<file path="src/verilog/fetch_pkg.sv">
// ============================================================
// Fetch subsystem shared definitions
// Sizes, memory latency, eviction seed and controller states
// ============================================================

`default_nettype none

package fetch_pkg;

	// ============================================================
	// Address and data geometry
	// ============================================================

	// Byte address presented by the fetch stage
	localparam int W_ADDR = 16;
	localparam int W_DATA = 32;
	// Tag is the word address, the two byte bits are dropped
	localparam int W_TAG = W_ADDR - 2;

	// Cache has a small number of fully associative entries
	localparam int N_ENTRIES = 8;
	localparam int W_IDX = $clog2(N_ENTRIES);

	// Backing memory is indexed by address bits 9 down to 2
	localparam int MEM_WORDS = 256;
	localparam int W_MEM_IDX = $clog2(MEM_WORDS);

	// Cycles from a read strobe to the matching data valid pulse
	localparam int MEM_LATENCY = 3;

	// Any nonzero value works here. An all-zero LFSR would stick
	localparam logic [15:0] LFSR_SEED = 16'hace1;

	// ============================================================
	// Fetch controller states
	// ============================================================

	typedef enum logic [1:0] {
		IDLE,
		MISS_WAIT,
		RESPOND
	} fetch_state_e;

endpackage

`default_nettype wire
</file>
<file path="src/verilog/fetch_ctrl.sv">
// ============================================================
// Fetch controller
// Serves hits from the cache and sequences refills on a miss
// ============================================================

`default_nettype none

module fetch_ctrl (
	input  logic                         clk,
	input  logic                         rst_n,

	// Fetch stage side
	input  logic                         req,
	input  logic [fetch_pkg::W_ADDR-1:0] addr,
	output logic                         resp_valid,
	output logic [fetch_pkg::W_DATA-1:0] resp_data,
	output logic                         resp_hit,
	output logic                         busy,

	// Cache side
	output logic [fetch_pkg::W_ADDR-1:0] lookup_addr,
	input  logic                         lookup_hit,
	input  logic [fetch_pkg::W_DATA-1:0] lookup_data,
	output logic                         fill_en,
	output logic [fetch_pkg::W_ADDR-1:0] fill_addr,
	output logic [fetch_pkg::W_DATA-1:0] fill_data,

	// Backing memory side
	output logic                         mem_rd,
	output logic [fetch_pkg::W_ADDR-1:0] mem_addr,
	input  logic                         mem_valid,
	input  logic [fetch_pkg::W_DATA-1:0] mem_data
);

	fetch_pkg::fetch_state_e      state;
	fetch_pkg::fetch_state_e      state_nxt;

	logic                         accept;
	logic                         miss_req;
	logic                         hit_pend;
	logic [fetch_pkg::W_ADDR-1:0] miss_addr;
	logic [fetch_pkg::W_DATA-1:0] miss_data;

	// ============================================================
	// Request decode
	// ============================================================

	// Requests are taken in IDLE and in the response cycle of a miss
	assign accept   = req && (state != fetch_pkg::MISS_WAIT);
	assign miss_req = accept && !lookup_hit;

	// Tag lookup sees the address in the same cycle as the strobe
	assign lookup_addr = addr;

	// The memory read goes out in the request cycle, no extra stage
	assign mem_rd   = miss_req;
	assign mem_addr = addr;

	// Refill is written into the cache as the word arrives
	assign fill_en   = (state == fetch_pkg::MISS_WAIT) && mem_valid;
	assign fill_addr = miss_addr;
	assign fill_data = mem_data;

	// ============================================================
	// State machine
	// ============================================================

	always_comb begin
		state_nxt = state;
		case (state)
			fetch_pkg::IDLE:      if (miss_req) state_nxt = fetch_pkg::MISS_WAIT;
			fetch_pkg::MISS_WAIT: if (mem_valid) state_nxt = fetch_pkg::RESPOND;
			// Back to back miss is possible straight out of RESPOND
			fetch_pkg::RESPOND:   state_nxt = miss_req ? fetch_pkg::MISS_WAIT : fetch_pkg::IDLE;
			default:              state_nxt = fetch_pkg::IDLE;
		endcase
	end

	always_ff @(posedge clk or negedge rst_n) begin
		if (!rst_n) begin
			state    <= fetch_pkg::IDLE;
			hit_pend <= 1'b0;
		end else begin
			state    <= state_nxt;
			// Data for a hit is registered by the cache on this same edge
			hit_pend <= accept && lookup_hit;
		end
	end

	// Miss bookkeeping
	always_ff @(posedge clk) begin
		if (miss_req) begin
			miss_addr <= addr;
		end
		if (fill_en) begin
			miss_data <= mem_data;
		end
	end

	// ============================================================
	// Response
	// ============================================================

	// A hit response and RESPOND never overlap, since no request is
	// accepted while waiting on memory
	assign resp_valid = hit_pend || (state == fetch_pkg::RESPOND);
	assign resp_hit   = hit_pend;
	assign resp_data  = hit_pend ? lookup_data : miss_data;
	assign busy       = (state == fetch_pkg::MISS_WAIT);

endmodule

`default_nettype wire

</file>
<file path="config.mk">
export PLATFORM = sky130hd
export DESIGN_NAME = fetch_ctrl
export DESIGN_NICKNAME = d
export VERILOG_FILES = /design/src/verilog/fetch_pkg.sv /design/src/verilog/fetch_ctrl.sv
export SDC_FILE = /design/constraint.sdc
export NUM_CORES = 1
export LEC_CHECK = 0
export BUFFER_PORTS_ARGS = -buffer_cell sky130_fd_sc_hd__buf_2
export CORE_AREA = 2 2 90 92
export CTS_CLUSTER_DIAMETER = 30
export DETAILED_ROUTE_END_ITERATION = 7
export DIE_AREA = 0 0 92 94
export GPL_TIMING_DRIVEN = 0
export PLACE_DENSITY_LB_ADDON = 0.12
export RECOVER_POWER = 50
export SLEW_MARGIN = 20
export SYNTH_ARGS = -nofsm -noshare
export SYNTH_HDL_FRONTEND = slang
export SYNTH_SLANG_ARGS = --single-unit
</file>
<file path="constraint.sdc">
create_clock -name clk -period 3.1 [get_ports clk]
set_input_delay 0.62 -clock clk [delete_from_list [all_inputs] [get_ports clk]]
set_output_delay 0.62 -clock clk [all_outputs]
set_load 0.01 [all_outputs]
</file>
# == Yosys cells after proc, flatten, opt, wreduce, memory -nomap -nowiden ==
# Index checks and enable logic that the tools add are counted.
# classes
reduce_logical,8
div_mod_pow,0
n_shift,0
order_cmp,0
eq_ne,5
bitwise,0
addsub,0
n_mul,0
n_mux,5
# op_table
op,count
two-way mux 32 bit,1
case mux 2 bit (3 select lines),1
logical AND 1 bit,4
two-way mux 2 bit,2
"inequality test 2 x 1 -> 1 bit, second input constant",2
"equality test 2 x 1 -> 1 bit, second input constant",1
"equality test 2 bit, second input constant",1
logical NOT 2 bit,1
"inequality test 2 bit, second input constant",1
AND reduction 2 bit,1
logical NOT 1 bit,1
logical OR 1 bit,1
two-way mux 1 bit,1
# totals
ram_bits,0
regBits,51
latch_bits,0
romBits,0
word_cells,22
mem_count,0

# == Longest topological paths before layout ==
# logic_depth
word_depth,5
depth_mapped,3
ltp_nobuf,3

# == Worst setup path after synthesis ==
# OpenSTA, ideal clock, no wires.
# synth_timing
path_type,input to output
from,input port lookup_hit
to,output port mem_rd
path_stages,1
t_arrival_ps,2084
setup_slack_ps,396
n_path_buf,0
path_cell_list,nor3b_1
# synth_between
elab_chain_cells,2
# synth_rtl
element,line,text
"start, declared",fetch_ctrl.sv:22,"input logic lookup_hit,"
logical NOT 1 bit,fetch_ctrl.sv:50,assign miss_req = accept && !lookup_hit;
logical AND 1 bit,fetch_ctrl.sv:50,
"end, declared",fetch_ctrl.sv:29,"output logic mem_rd,"
# No other way between the ends.

# == Final worst setup path ==
# layout_timing
from,register state[0]
to,output port mem_rd
# layout_between
elab_chain_cells,3
# layout_rtl
element,line,text
"start, declared",fetch_ctrl.sv:35,fetch_pkg::fetch_state_e state;
"start signal, assigned",fetch_ctrl.sv:81,state <= fetch_pkg::IDLE;
"start signal, assigned",fetch_ctrl.sv:84,state <= state_nxt;
inequality test 2 x 1 -> 1 bit,fetch_ctrl.sv:49,assign accept = req && (state != fetch_pkg::MISS_WAIT);
logical AND 1 bit,fetch_ctrl.sv:49,
logical AND 1 bit,fetch_ctrl.sv:50,
# No other way between the ends.

==> out/qor.yml <==
status: "finished clean"
rsz0062_at_grt: "no"
tightest_slew_ns: 0.9042
clockBufferDepth: 2
synthToLayoutAreaGrowth_pct: 45.52
max_freq_ghz: 0.3945
final_max_slew_viol_count: 0
numCtsBuffers: 5
grt_max_degree: 18
r2r_start: "state[0]"
path_buf_inv: 2
vias: 1916
r2r-end: "fill_addr[13]"
min_period_ns: 2.535
ff2ff_setup_slack_ns: 1.13
critPathMaxStageDelay_ns: 0.74
required_ns: 2.48
power.total_w: 0.001625
met3_length_um: 665
grt.total_usage_pct: 12.15
drt_iter0_drc: 46
seq_area_frac_synth_pct: 58.38
synth_cell_types: 15
wire_per_inst_um: 12.27
num-fill-cells: 734
routed_wirelength_um: 5816
drive_gt1_share_pct: 63.17
layout_commonest_cell: "buf_2"
place_ws_ns: 0.9525
hold_class: "input pin to asynchronous set/reset pin"
mostFrequentLayoutCells: "buf_2 (125), clkbuf_1 (76), buf_4 (65), edfxtp_1 (48), mux2_4 (29)"
cts.sinks: 51
die_y_um: 94
cp.depth: 4
syn_avg_cell_area_um2: 16.13
rows: 32
ff_latch_area_um2: 1516
antenna-diode-count: 0
drc: 0
setup_violations: 0
worst_r2r_path_depth: 4
place_hpwl_um: 4831
final-hold-violation-count: 0
netlist_area_um2: 2597
cap_violations: 0
crit_start: "state[0]"
via_per_inst: 4.042
crit_path_cell_trace: "nand2b_1, inv_1, nor3b_1, buf_2"
start_util_pct: 34.14
multi_input_area_um2: 523.0
wl_met2_um: 2981
startpoint_type: "flip-flop"
io_pins: 202
postCtsHoldBufs: 0
fin_skew_ns: 0.002742
worst_slack_ns: 0.5650
cts_max_level: 2
arrival_ns: 1.91
drt_pass1_iterations: 4
crit_path_top_delay_cell: "nor3b_1"
cp-end-kind: "output pin"
nNetsFinal: 456
antenna_found_initial: 0
clk_pin_slew_ns: 0.09
cts_root_buffer: "clkbuf_8"
path_max_fanout: 7
p_leak_nw: 1.741
dr.max_layer_used: "met4"
die_area_um2: 8648
worst_path_dominant_cell_family: "simple AND/OR/NAND/NOR gates"
cts_tree: "yes"
coreArea_um2: 7607
syn_nets: 246
netlist_instances: 161
relSlewSlack_pct: 39.59
p_per_area_nw_per_um2: 429.9
port_buffers: 201
cp-endpoint: "mem_rd"
gp_congestion: 0.8152
worstSetupPathType: "flip-flop to output pin"
cts_setup_buffers: 0
grt-ovfl-total: 0
yosysWarnings: 0
irDropWorstVdd_mv: 0.2024
holdWs_ns: 0.1138
grt_pass1_wl_um: 8128
synth-seq-cells: 51
cts_resized: 0
grt_pass1_vias: 1698
worstSkewPairLatency_ns: 0.30
period_share_pct: 81.77
wl_met1_um: 2101
die_w_um: 92
antenna_left: 0
[stage by stage]
step,setup TNS [ns],std cells,utilization [%],instance area (µm²)
3_3_place_gp,-0.3889,464,49.05,3731
3_5_place_dp,0,466,49.59,3772
6_report,0,474,49.69,3780
2_1_floorplan,0,161,-,2597
5_1_grt,0,474,49.69,3780
4_1_cts,0,474,51.00,3880
[worst min path at each step]
stage | start | end | depth (start not counted)
floorplan | rst_n | resp_hit | 0
CTS | rst_n | state[1] | 1
finish | rst_n | state[0] | 1
global placement | rst_n | state[1] | 1
detailed placement | rst_n | state[1] | 1
global route | rst_n | state[0] | 1
[cells by family after synthesis]
family          count (synthesis)  share of synthesized area [%]
buf+inv                        70                          21.53
flops                          51                          58.38
mux                            32                          18.06
simple gates                    6                          1.397
compound gates                  2                         0.6264
[sequential cells by signal (all words and copies together) (netlist names)]
| name | cells |
|---|---|
| fill_addr | 16 |
| resp_hit | 1 |
| state | 2 |
| miss_data | 32 |
[cells in the mapped netlist (all sizes together)]
master    n  share of area (%)
a21o      1               0.29
nor2      1               0.14
edfxtp   48                 55
nor3b     1               0.29
nand2b    1               0.24
inv       2               0.29
and2      2               0.48
and3      1               0.24
mux2     32                 18
o2bb2ai   1               0.34
dfrtp     3                2.9
buf      68                 21
[power breakdown]
group | internal [W] | switching (W)
logic | 0.000207 | 0.000166
registers | 0.000795 | 0.00000931
clock network | 0.000236 | 0.000211
total | 0.00124 | 0.000386
[per-layer routing]
metal | track usage (%) | vias up
met3 | 4.494 | 6
met2 | 21.63 | 123
li1 | - | 922
met4 | 4.975 | 0
met1 | 13.04 | 865
met5 | 0 | -
[final cells by class]
class                   instances  share of cell area [%]
inverters                       2                  0.1986
multi-input cells              40                   13.84
repair buffers                203                   25.02
flip-flops and latches         51                   40.12
clock buffers                   5                   1.821
clock inverters                 3                   1.026
well taps                     102                   3.376
plain buffers                  68                   14.60
Power figures use the tool's default switching activity.
