<file path="src/verilog/fetch_pkg.sv">
// ============================================================
// Fetch subsystem shared definitions
// Sizes, memory latency, eviction seed and controller states
// ============================================================

`default_nettype none

package fetch_pkg;

	// ============================================================
	// Address and data geometry
	// ============================================================

	// Byte address presented by the fetch stage
	localparam int W_ADDR = 16;
	localparam int W_DATA = 32;
	// Tag is the word address, the two byte bits are dropped
	localparam int W_TAG = W_ADDR - 2;

	// Cache has a small number of fully associative entries
	localparam int N_ENTRIES = 8;
	localparam int W_IDX = $clog2(N_ENTRIES);

	// Backing memory is indexed by address bits 9 down to 2
	localparam int MEM_WORDS = 256;
	localparam int W_MEM_IDX = $clog2(MEM_WORDS);

	// Cycles from a read strobe to the matching data valid pulse
	localparam int MEM_LATENCY = 3;

	// Any nonzero value works here. An all-zero LFSR would stick
	localparam logic [15:0] LFSR_SEED = 16'hace1;

	// ============================================================
	// Fetch controller states
	// ============================================================

	typedef enum logic [1:0] {
		IDLE,
		MISS_WAIT,
		RESPOND
	} fetch_state_e;

endpackage

`default_nettype wire
</file>
<file path="src/verilog/assoc_icache.sv">
// ============================================================
// Fully associative read-only instruction cache
// Hit flag is combinational and data follows one edge later
// Refills go to a pseudorandom victim and a flush clears all
// ============================================================

`default_nettype none

module assoc_icache (
	input  logic                         clk,
	input  logic                         rst_n,

	input  logic [fetch_pkg::W_ADDR-1:0] lookup_addr,
	output logic                         lookup_hit,
	output logic [fetch_pkg::W_DATA-1:0] lookup_data,

	input  logic                         fill_en,
	input  logic [fetch_pkg::W_ADDR-1:0] fill_addr,
	input  logic [fetch_pkg::W_DATA-1:0] fill_data,

	input  logic                         flush
);

	// Entry storage. Only the valid bits carry control meaning
	logic [fetch_pkg::W_TAG-1:0]     tag_mem  [fetch_pkg::N_ENTRIES];
	logic [fetch_pkg::W_DATA-1:0]    data_mem [fetch_pkg::N_ENTRIES];
	logic [fetch_pkg::N_ENTRIES-1:0] valid;

	logic [fetch_pkg::W_TAG-1:0]     lookup_tag;
	logic [fetch_pkg::W_TAG-1:0]     fill_tag;

	// Drop the byte offset, the cache works on whole words only
	assign lookup_tag = lookup_addr[fetch_pkg::W_ADDR-1 -: fetch_pkg::W_TAG];
	assign fill_tag   = fill_addr[fetch_pkg::W_ADDR-1 -: fetch_pkg::W_TAG];

	// ============================================================
	// Eviction selector
	// ============================================================

	// 16-bit Fibonacci LFSR, taps 16 14 13 4
	logic [15:0]                 evict_lfsr;
	logic                        lfsr_fb;
	logic [fetch_pkg::W_IDX-1:0] victim_idx;

	assign lfsr_fb = evict_lfsr[15] ^ evict_lfsr[13] ^ evict_lfsr[12] ^ evict_lfsr[3];

	// The low bits are good enough to spread refills over the entries
	assign victim_idx = evict_lfsr[fetch_pkg::W_IDX-1:0];

	// Free running, so the victim depends on when the miss lands
	always_ff @(posedge clk or negedge rst_n) begin
		if (!rst_n) begin
			evict_lfsr <= fetch_pkg::LFSR_SEED;
		end else begin
			evict_lfsr <= {evict_lfsr[14:0], lfsr_fb};
		end
	end

	// ============================================================
	// Parallel tag match and index encoder
	// ============================================================

	logic [fetch_pkg::N_ENTRIES-1:0] match;
	logic [fetch_pkg::W_IDX-1:0]     match_idx;

	// Every entry compares its tag at once. An invalid entry never matches
	always_comb begin
		for (int i = 0; i < fetch_pkg::N_ENTRIES; i++) begin
			match[i] = valid[i] && (tag_mem[i] == lookup_tag);
		end
	end

	assign lookup_hit = |match;

	// OR-accumulating encoder, a flat sum of products
	// Only correct for a one-hot vector, which holds since a fill
	// always follows a miss on the same tag
	always_comb begin
		match_idx = '0;
		for (int i = 0; i < fetch_pkg::N_ENTRIES; i++) begin
			if (match[i]) begin
				match_idx = match_idx | i[fetch_pkg::W_IDX-1:0];
			end
		end
	end

	// ============================================================
	// Read data register
	// ============================================================

	// Loaded every cycle whether or not there is a hit
	// The controller decides whether the word is used
	always_ff @(posedge clk) begin
		lookup_data <= data_mem[match_idx];
	end

	// ============================================================
	// Fill and flush
	// ============================================================

	// Tag and data of the victim are overwritten on a fill
	always_ff @(posedge clk) begin
		if (fill_en) begin
			tag_mem[victim_idx]  <= fill_tag;
			data_mem[victim_idx] <= fill_data;
		end
	end

	// Flush takes priority, so a refill racing it is discarded
	always_ff @(posedge clk or negedge rst_n) begin
		if (!rst_n) begin
			valid <= '0;
		end else if (flush) begin
			valid <= '0;
		end else if (fill_en) begin
			valid[victim_idx] <= 1'b1;
		end
	end

endmodule

`default_nettype wire

</file>
<file path="config.mk">
export PLATFORM = sky130hd
export DESIGN_NAME = assoc_icache
export DESIGN_NICKNAME = d
export VERILOG_FILES = /design/src/verilog/fetch_pkg.sv /design/src/verilog/assoc_icache.sv
export SDC_FILE = /design/constraint.sdc
export NUM_CORES = 1
export LEC_CHECK = 0
export ABC_AREA = 1
export BUFFER_PORTS_ARGS = -buffer_cell sky130_fd_sc_hd__buf_2
export CAP_MARGIN = 25
export CORE_MARGIN = 2
export CORE_UTILIZATION = 50
export DETAILED_ROUTE_END_ITERATION = 10
export PLACE_DENSITY = 0.67
export SYNTH_ARGS = -nofsm -noshare
export SYNTH_HDL_FRONTEND = slang
export SYNTH_SLANG_ARGS = --single-unit
</file>
<file path="constraint.sdc">
create_clock -name clk -period 5.7 [get_ports clk]
set_input_delay 0 -clock clk [delete_from_list [all_inputs] [get_ports clk]]
set_output_delay 0 -clock clk [all_outputs]
set_load 0.02 [all_outputs]
</file>
# ---- Word level (Yosys, flattened, before mapping)
# Memories as Yosys holds them, arrays and structs flattened. A register that Yosys moved wholly into a read port is not among the register bits.
# Cells that the tools add are included.
dict set report word_totals {
  memories 2
  regBits 24
  ram_bits 368
}
# memory depth width rd rd_clocked_by_memory_dff write_ports line
set mem_list {}
lappend mem_list {data_mem 8 32 1 1 1 assoc_icache.sv:26} ;# logic [fetch_pkg::W_DATA-1:0] data_mem [fetch_pkg::N_ENTRIES];
lappend mem_list {tag_mem 8 14 8 0 1 assoc_icache.sv:25} ;# logic [fetch_pkg::W_TAG-1:0] tag_mem [fetch_pkg::N_ENTRIES];
dict set report classes {
  n_eq_ne 8
  order_cmp 2
  n_reduce_logical 11
  mux 13
  bitwise 4
}
# op n
set ops {}
lappend ops {{14-bit equality test} 8}
lappend ops {{8-bit two-way mux} 2}
lappend ops {{3-bit two-way mux} 4}
lappend ops {{1-bit logical AND} 9}
lappend ops {{8-bit bitwise OR} 1}
lappend ops {{8-bit OR reduction} 1}
lappend ops {{3-bit by 4-bit less-than comparator with 1-bit output (second input constant)} 1}
lappend ops {{1-bit two-way mux} 4}
lappend ops {{2-bit two-way mux} 2}
lappend ops {{1-bit demux with 3-bit select} 1}
lappend ops {{3-bit by 1-bit greater-or-equal comparator with 1-bit output (second input constant)} 1}
lappend ops {{1-bit bitwise XOR} 3}
lappend ops {{2-bit nonzero test} 1}

# ---- Depth between registers and ports, before layout
# Gate-level depths: netlist of the first run.
# An unclocked memory read counts as a cell.
dict set report logic_depth {
  depth_word 10
  mapped_depth 17
  depth_no_buf 15
}

# ---- Worst setup path before layout of the first run
# OpenSTA, ideal clock, no wires.
dict set report synth_path {
  kind {register to register}
  start {register evict_lfsr[0]}
  end {memory data_mem[3][0] (netlist name), enable pin}
  synth_period_minus_slack_ps 3045
  n_path_buf 0
  stages_incl_launch_ff 3
  arrival_ps 2593
  path_slack_ps 2655
  cell_sequence {dfstp_2 -> nand2_1 -> nor2_1}
}
# item line
set synth_rtl {}
lappend synth_rtl {{start, declared} assoc_icache.sv:41} ;# logic [15:0] evict_lfsr;
lappend synth_rtl {{start signal, assigned} assoc_icache.sv:53} ;# evict_lfsr <= fetch_pkg::LFSR_SEED;
lappend synth_rtl {{start signal, assigned} assoc_icache.sv:55} ;# evict_lfsr <= {evict_lfsr[14:0], lfsr_fb};
lappend synth_rtl {{end, declared} assoc_icache.sv:26}
# No word-level cell before the write port.

==> results of run 1 <==
-- layout make-up --
| type | count | area [sq um] |
|---|---|---|
| well taps | 511 | 639 |
| clock buffers | 70 | 1280 |
| repair buffers | 161 | 1120 |
| clock inverters | 10 | 81.3 |
| fillers | 3227 | 15800 |
| flip-flops and latches | 424 | 12300 |
| multi-input cells | 1142 | 5080 |
| inverters | 323 | 1210 |
-- metrics by stage --
stage | cell area [sq um] | util [%]
floorplan | 18900 | -
global placement | 19800 | 52.9
detailed placement | 19900 | 53.0
CTS | 21700 | 57.9
global route | 21700 | 57.9
finish | 21700 | 57.9
-- power breakdown --
group          leakage [uW]  total, uW  switching [uW]  internal (uW)
Combinational       0.00544        316             212            105
Clock              0.000662       2730            1140           1580
Sequential          0.00392       3430            15.2           3420
Total                0.0100       6480            1370           5110
-- cells in the mapped netlist (5+ instances only) --
library cell    n  share of area, %
inv_2          14              0.28
buf_6          14              0.83
nand3_1       150               4.0
dfrtp_1        16               2.1
nand4_1        17              0.56
inv_1         309               6.1
edfxtp_1      368                58
xor2_1          6              0.28
dfstp_2         8               1.1
nor4_1          5              0.17
nand2_1       689                14
buf_4           6              0.24
dfxtp_1        32               3.4
nor3_1         10              0.26
nor2_1        149               3.0
xnor2_1        13              0.60
o21bai_1       64               2.5
buf_2          44               1.2
o21ai_0         9              0.24
-- routing by layer --
metal | vias up | share of wire (%) | GRT usage, %
li1 | 6492 | - | -
met3 | 95 | 6.2 | 3.97
met2 | 414 | 49 | 42.0
met5 | - | 0 | 0
met4 | 0 | 3.0 | 8.26
met1 | 6210 | 42 | 31.4
-- worst register-to-register path: cells and delay by family (launching register included) --
family	cells	cell delay (ns)
compound gates	1	0.13
xor+xnor	1	0.45
buf+inv	1	0.59
flops	1	0.37
simple gates	8	1.24
-- cells by family after synthesis --
group / after synthesis
XOR/XNOR: 19
AND/OR/NAND/NOR: 1039
buffers and inverters: 388
AO/OA/AOI/OAI: 84
flip-flops: 424
-- how the worst max path moves through the flow --
stage / slack, ns / cells past startpoint / end
3_5_place_dp: 2.78 / 15 / lookup_data[28]
3_3_place_gp: 2.65 / 14 / lookup_data[20]
4_1_cts: 2.83 / 11 / lookup_data[17]
5_1_grt: 2.52 / 11 / lookup_data[11]
2_1_floorplan: 2.65 / 2 / data_mem[3][0]
6_report: 2.79 / 11 / lookup_data[17]
-- sequential cells by signal (all words and copies together), names as in the netlist --
register and cells:
tag_mem 112, evict_lfsr 16, lookup_data 32, valid 8, data_mem 256
-- repair_timing --
action,in CTS,in global routing
buffers inserted,0,0
endpoints found under the hold margin,400,0
hold buffers,49,0
==> flow_summary.json, run 1 <==
{
  "crit_fanout": 42,
  "power_uw": 6480,
  "routedWlPerCell_microns": 17.7,
  "whs_ns": 0.0268,
  "ys_types": 36,
  "synth_seq_cells": 424,
  "reg2reg_slack_ns": 2.79,
  "grt_pass1_vias": 13000,
  "synth_fa_ha_area_share_pct": 0,
  "num_antenna_cells": 0,
  "tns_ns": 0,
  "drt_iter0_markers": 889,
  "slowest_delay_ns": 0.59,
  "viasPerCell": 5.00,
  "synth_top_family_by_area": "simple AND/OR/NAND/NOR gates",
  "grt_overflow": 0,
  "dieArea_sq_um": 39400,
  "drive_gt1_share_pct": 9.91,
  "synthFlopType": "edfxtp_1",
  "timing.rr.end": "lookup_data[17]",
  "grt_first_pass_wirelength_mm": 71.4,
  "yosysSeqAreaShare_pct": 65.0,
  "synthSimpleGateAreaFrac_pct": 22.3,
  "final_cells": 2641,
  "gr-usage-all-layers_pct": 24.4,
  "clk_pin_slew_worst_paths_ns": 0.06,
  "synth_compound_gate_area_share_pct": 3.20,
  "worst-path-buf-inv": 1,
  "ff2ff_path_depth": 11,
  "cap_violations": 0,
  "cp.arrival_ns": 3.35,
  "core_sq_um": 37500,
  "critPathTopFamily": "simple AND/OR/NAND/NOR gates",
  "crit_path_end_kind": "flip-flop",
  "avgSynthCellArea_sq_um": 9.69,
  "grt_max_degree": 129,
  "worstReg2RegStart": "tag_mem[7][8]",
  "dp_worst_setup_slack_ns": 2.78,
  "worstSetupPathType": "flip-flop to flip-flop",
  "insertion_delay_ns": 0.57,
  "ant_nets": 0,
  "io_pins": 101,
  "cts_resized": 0,
  "initial_core_util_pct": 50.5,
  "worst_setup_path_start_kind": "flip-flop",
  "cp.required_ns": 6.14,
  "syn_inst": 1954,
  "core.rowCount": 71,
  "synth_mux_area_share_pct": 0,
  "synth_warnings": 0,
  "max_freq_ghz": 0.344,
  "antenna_found_initial": 0,
  "period_minus_slack_ns": 2.91,
  "crit_chain": "xnor2_1 -> nand3_1 -> nor2_1 -> nand2_1 -> nand2_2 -> buf_4 -> o21bai_1 -> nand3_1 -> nand2_1 -> nand2_1 -> nand2_1",
  "fp.dieH_microns": 199,
  "crit_top_cell": "nand2_1",
  "vias": 13200,
  "clockBufferDepth": 3,
  "synth_fp_nets": 2022,
  "clock_sinks": 424,
  "startpoint": "tag_mem[7][8]",
  "final_common_cell": "nand2_1",
  "fin_skew_ns": 0.0190,
  "dp_hpwl_mm": 27.2,
  "layout_common_cells": "688 x nand2_1, 368 x edfxtp_1, 308 x inv_1, 150 x nand3_1, 141 x nor2_1",
  "maxSlewViolCount": 0,
  "cts-buffers-inserted": 44,
  "h-tree-depth": 2,
  "nNetsFinal": 2164,
  "place_inst": 2512,
  "setup_ws_ns": 2.79,
  "routed_wl_mm": 46.7,
  "rsz0062_at_grt": "false",
  "powerDensity_nw_per_um2": 298,
  "relSlewSlack_pct": 35.1,
  "areaGrowthSynthToFinish_pct": 14.7,
  "numPortBuffers": 96,
  "synth_edf_count": 368,
  "die_w_microns": 199,
  "p_leak_uw": 0.0100,
  "hold_viol": 0,
  "netlist_area_sq_um": 18900,
  "tritoncts": "done",
  "finalSetupViolCount": 0,
  "synth_xor_area_share_pct": 0.879,
  "drcViolationCount": 0,
  "outcome": "finished, final reports clean",
  "dr.pass1.iters": 5,
  "tightestPinTransition_ns": 0.970,
  "post-route-period-util_pct": 51.0,
  "gp_congestion": 0.934,
  "peakVddDrop_mv": 0.219,
  "synthArstFlopShare_pct": 5.66,
  "clock-root-buffer": "clkbuf_16",
  "critPathSlowestCell": "buf_4",
  "hold_class": "input port to async pin"
}
Power figures use the tool's default switching activity.
==> inputs of run 2 (changes only) <==
--- a/config.mk
+++ b/config.mk
@@ -5,13 +5,13 @@
 export SDC_FILE = /design/constraint.sdc
 export NUM_CORES = 1
 export LEC_CHECK = 0
-export ABC_AREA = 1
+export ABC_AREA = 0
 export BUFFER_PORTS_ARGS = -buffer_cell sky130_fd_sc_hd__buf_2
 export CAP_MARGIN = 25
 export CORE_MARGIN = 2
 export CORE_UTILIZATION = 50
 export DETAILED_ROUTE_END_ITERATION = 10
-export PLACE_DENSITY = 0.67
+export PLACE_DENSITY = 0.68
 export SYNTH_ARGS = -nofsm -noshare
 export SYNTH_HDL_FRONTEND = slang
 export SYNTH_SLANG_ARGS = --single-unit
==> constraint.sdc (replaced) <==
create_clock -name clk -period 2.8 [get_ports clk]
set_input_delay 0 -clock clk [delete_from_list [all_inputs] [get_ports clk]]
set_output_delay 0 -clock clk [all_outputs]
set_load 0.02 [all_outputs]
==> run 2 against run 1 <==
Effect of this change:
- the flow now finishes with violations (negative hold slack)
- first-iteration DRC count is 38% lower
- largest power group unchanged
- hold slack got worse by 0.032 ns
- clock power up 96%
- register-to-register slack got worse by 2.6 ns
- fmax grew 12%
- non-clock buffer count increased by 13
- via count decreased by 40%
- critical path depth shrank 4
==> flow_summary.json, run 2 <==
{
  "vias": 7931,
  "peakVddDrop_mv": 0.548,
  "synth_seq_cells": 424,
  "nNetsFinal": 1128,
  "seqCellArea_sq_um": 12300,
  "finalSetupViolCount": 0,
  "setup.worst_path.end": "lookup_data[2]",
  "ys_types": 26,
  "yosys-top-cells-area": "edfxtp_1 68%, mux2i_1 7.9%, xnor2_1 5.8%",
  "grt_pass1_vias": 8148,
  "grt_overflow": 0,
  "clockBufferDepth": 3,
  "synthArstFlopShare_pct": 5.66,
  "max_freq_ghz": 0.387,
  "violations": "negative hold slack",
  "routed_wl_mm": 31.3,
  "post-route-period-util_pct": 92.3,
  "synth_warnings": 0,
  "fillers": 2335,
  "relSlewSlack_pct": 33.0,
  "cap_violations": 0,
  "grt_max_degree": 43,
  "rsz0062_at_grt": "false",
  "h-tree-depth": 2,
  "hold_class": "input port to async pin",
  "antenna_found_initial": 2,
  "cp.required_ns": 3.23,
  "clock_sinks": 424,
  "grt_first_pass_wirelength_mm": 47.4,
  "fin_skew_ns": 0.0101,
  "largest_reg_flops": 256,
  "yosys.area.top_type": "edfxtp_1",
  "place_area_sq_um": 17200,
  "top_register": "data_mem",
  "tightestPinTransition_ns": 1.00,
  "clock-root-buffer": "clkbuf_16",
  "worstReg2RegStart": "tag_mem[7][13]",
  "areaGrowthSynthToFinish_pct": 17.5,
  "ant_nets": 0,
  "synth.most_common_cell": "edfxtp_1",
  "stdcell_area_sq_um": 19100,
  "yosysTopAreaCellShare_pct": 68.2,
  "synth_fp_nets": 953,
  "hold_viol": 5,
  "ff2ff_path_depth": 7,
  "insertion_delay_ns": 0.53,
  "die_w_microns": 184,
  "reg2reg_slack_ns": 0.22,
  "numPortBuffers": 96,
  "whs_ns": -0.00529,
  "period_minus_slack_ns": 2.58,
  "synth_edf_count": 368,
  "final_common_cell": "edfxtp_1",
  "routedWlPerCell_microns": 20.9,
  "power_uw": 12900,
  "startpoint": "tag_mem[7][13]",
  "core_sq_um": 31700,
  "timing.rr.end": "lookup_data[2]",
  "crit_fanout": 32,
  "avgSynthCellArea_sq_um": 18.3,
  "worst_setup_path_start_kind": "flip-flop",
  "crit_path_end_kind": "flip-flop",
  "gp_congestion": 0.760,
  "core.rowCount": 65,
  "fp.dieH_microns": 184,
  "synthFlopType": "edfxtp_1",
  "gr-usage-all-layers_pct": 18.9,
  "drt_iter0_markers": 552,
  "viasPerCell": 5.29,
  "maxSlewViolCount": 0,
  "drive_gt1_share_pct": 20.3,
  "yosysSeqAreaShare_pct": 75.9,
  "reg_top3": "data_mem (256), tag_mem (112), lookup_data (32)",
  "outcome": "finished with violations",
  "worstSetupPathType": "flip-flop to flip-flop",
  "drcViolationCount": 0,
  "ys_top_cells_by_count": "368 x edfxtp_1, 128 x mux2i_1, 108 x xnor2_1",
  "netlist_area_sq_um": 16200,
  "cp.arrival_ns": 3.02,
  "syn_inst": 885,
  "dp_hpwl_mm": 17.8,
  "initial_core_util_pct": 51.1,
  "io_pins": 101,
  "dr.pass1.iters": 7,
  "layout_common_cells": "368 x edfxtp_1, 128 x mux2i_1, 108 x xnor2_1, 96 x buf_2, 64 x a22o_1",
  "powerDensity_nw_per_um2": 675,
  "multi_input_area_sq_um": 3610,
  "clk_pin_slew_worst_paths_ns": 0.06,
  "tritoncts": "done",
  "dieArea_sq_um": 33900,
  "p_leak_uw": 0.00733,
  "cts-buffers-inserted": 43
}
==> run 2: cell count changes in the layout (fill, tap and decap cells not counted), moves of 7 or more <==
cell      change
inv_1       -308
xnor2_1      +95
mux2i_1     +128
o21bai_1     -64
o21ai_0       -9
nand3_1     -142
inv_2        -14
a22o_1       +63
buf_4         +7
nand2_1     -685
nor3_1       -10
nor2_1       -93
buf_12        +8
==> run 2: layout make-up <==
cell class / instances / area share, %
multi-input combinational: 417 / 18.9
antenna: 1 / 0.0131
timing repair buffer: 174 / 6.82
tap: 402 / 2.64
sequential: 424 / 64.6
clock buffer: 62 / 6.34
clock inverter: 18 / 0.690
==> run 2: worst min-delay path by stage <==
stage                           to  slack (ns)  depth (start not counted)
floorplan           evict_lfsr[12]       -0.30                          0
global placement          valid[1]        0.01                          1
detailed placement        valid[1]        0.03                          1
CTS                       valid[0]       0.004                          2
global route              valid[0]        0.03                          2
finish                    valid[1]      -0.005                          2
==> run 2: layer usage <==
layer  part of all wire (%)  vias up  global-route usage (%)
met3                    4.9       50                    3.11
met2                     50      199                    33.0
met5                  0.042        -                       0
met1                     43     3952                    24.7
met4                    2.0        2                    4.99
li1                       -     3728                       -
==> run 2: timing repair <==
action	4_1_cts	5_1_grt
setup buffers	0	0
hold buffers	48	0
endpoints found under the hold margin	400	0
gates resized for setup	0	1
setup endpoints to repair	0	14
==> run 2: cell families (layout without fill, tap and decap cells) <==
logic type | count (synthesis) | count (layout) | share of synthesized area [%]
AND/OR/NAND/NOR | 110 | 110 | 3.89
flip-flops | 424 | 424 | 75.9
other | 0 | 1 | 0
buffers and inverters | 44 | 254 | 2.38
AO/OA/AOI/OAI | 64 | 64 | 3.46
XOR/XNOR | 115 | 115 | 6.49
multiplexers | 128 | 128 | 7.90
==> run 2: stage by stage <==
stage	util, %	std cells	worst slack, ns	setup TNS, ns
after detailed placement	54.3	1369	0.170	0
after floorplan	-	885	-0.266	-57.83
after global placement	54.3	1369	0.158	0
after global routing	60.1	1498	0.00181	0
after CTS	60.0	1497	0.168	0
final	60.1	1498	0.215	0
==> run 2: worst max-delay path, cell delays in order (launching register included) <==
cell	delay (ns)
edfxtp_1	0.43
xnor2_2	0.18
nand4_2	0.13
nor4_4	0.41
nor4_2	0.17
nor2b_4	0.81
a22o_1	0.29
nor2_1	0.04
==> run 2: report_power, final <==
group,switching (uW),internal (uW),leakage [uW],total [uW]
clock network,2250,3110,0.000659,5350
logic,292,225,0.00276,517
registers,31.6,6960,0.00392,6990
total,2570,10300,0.00733,12900
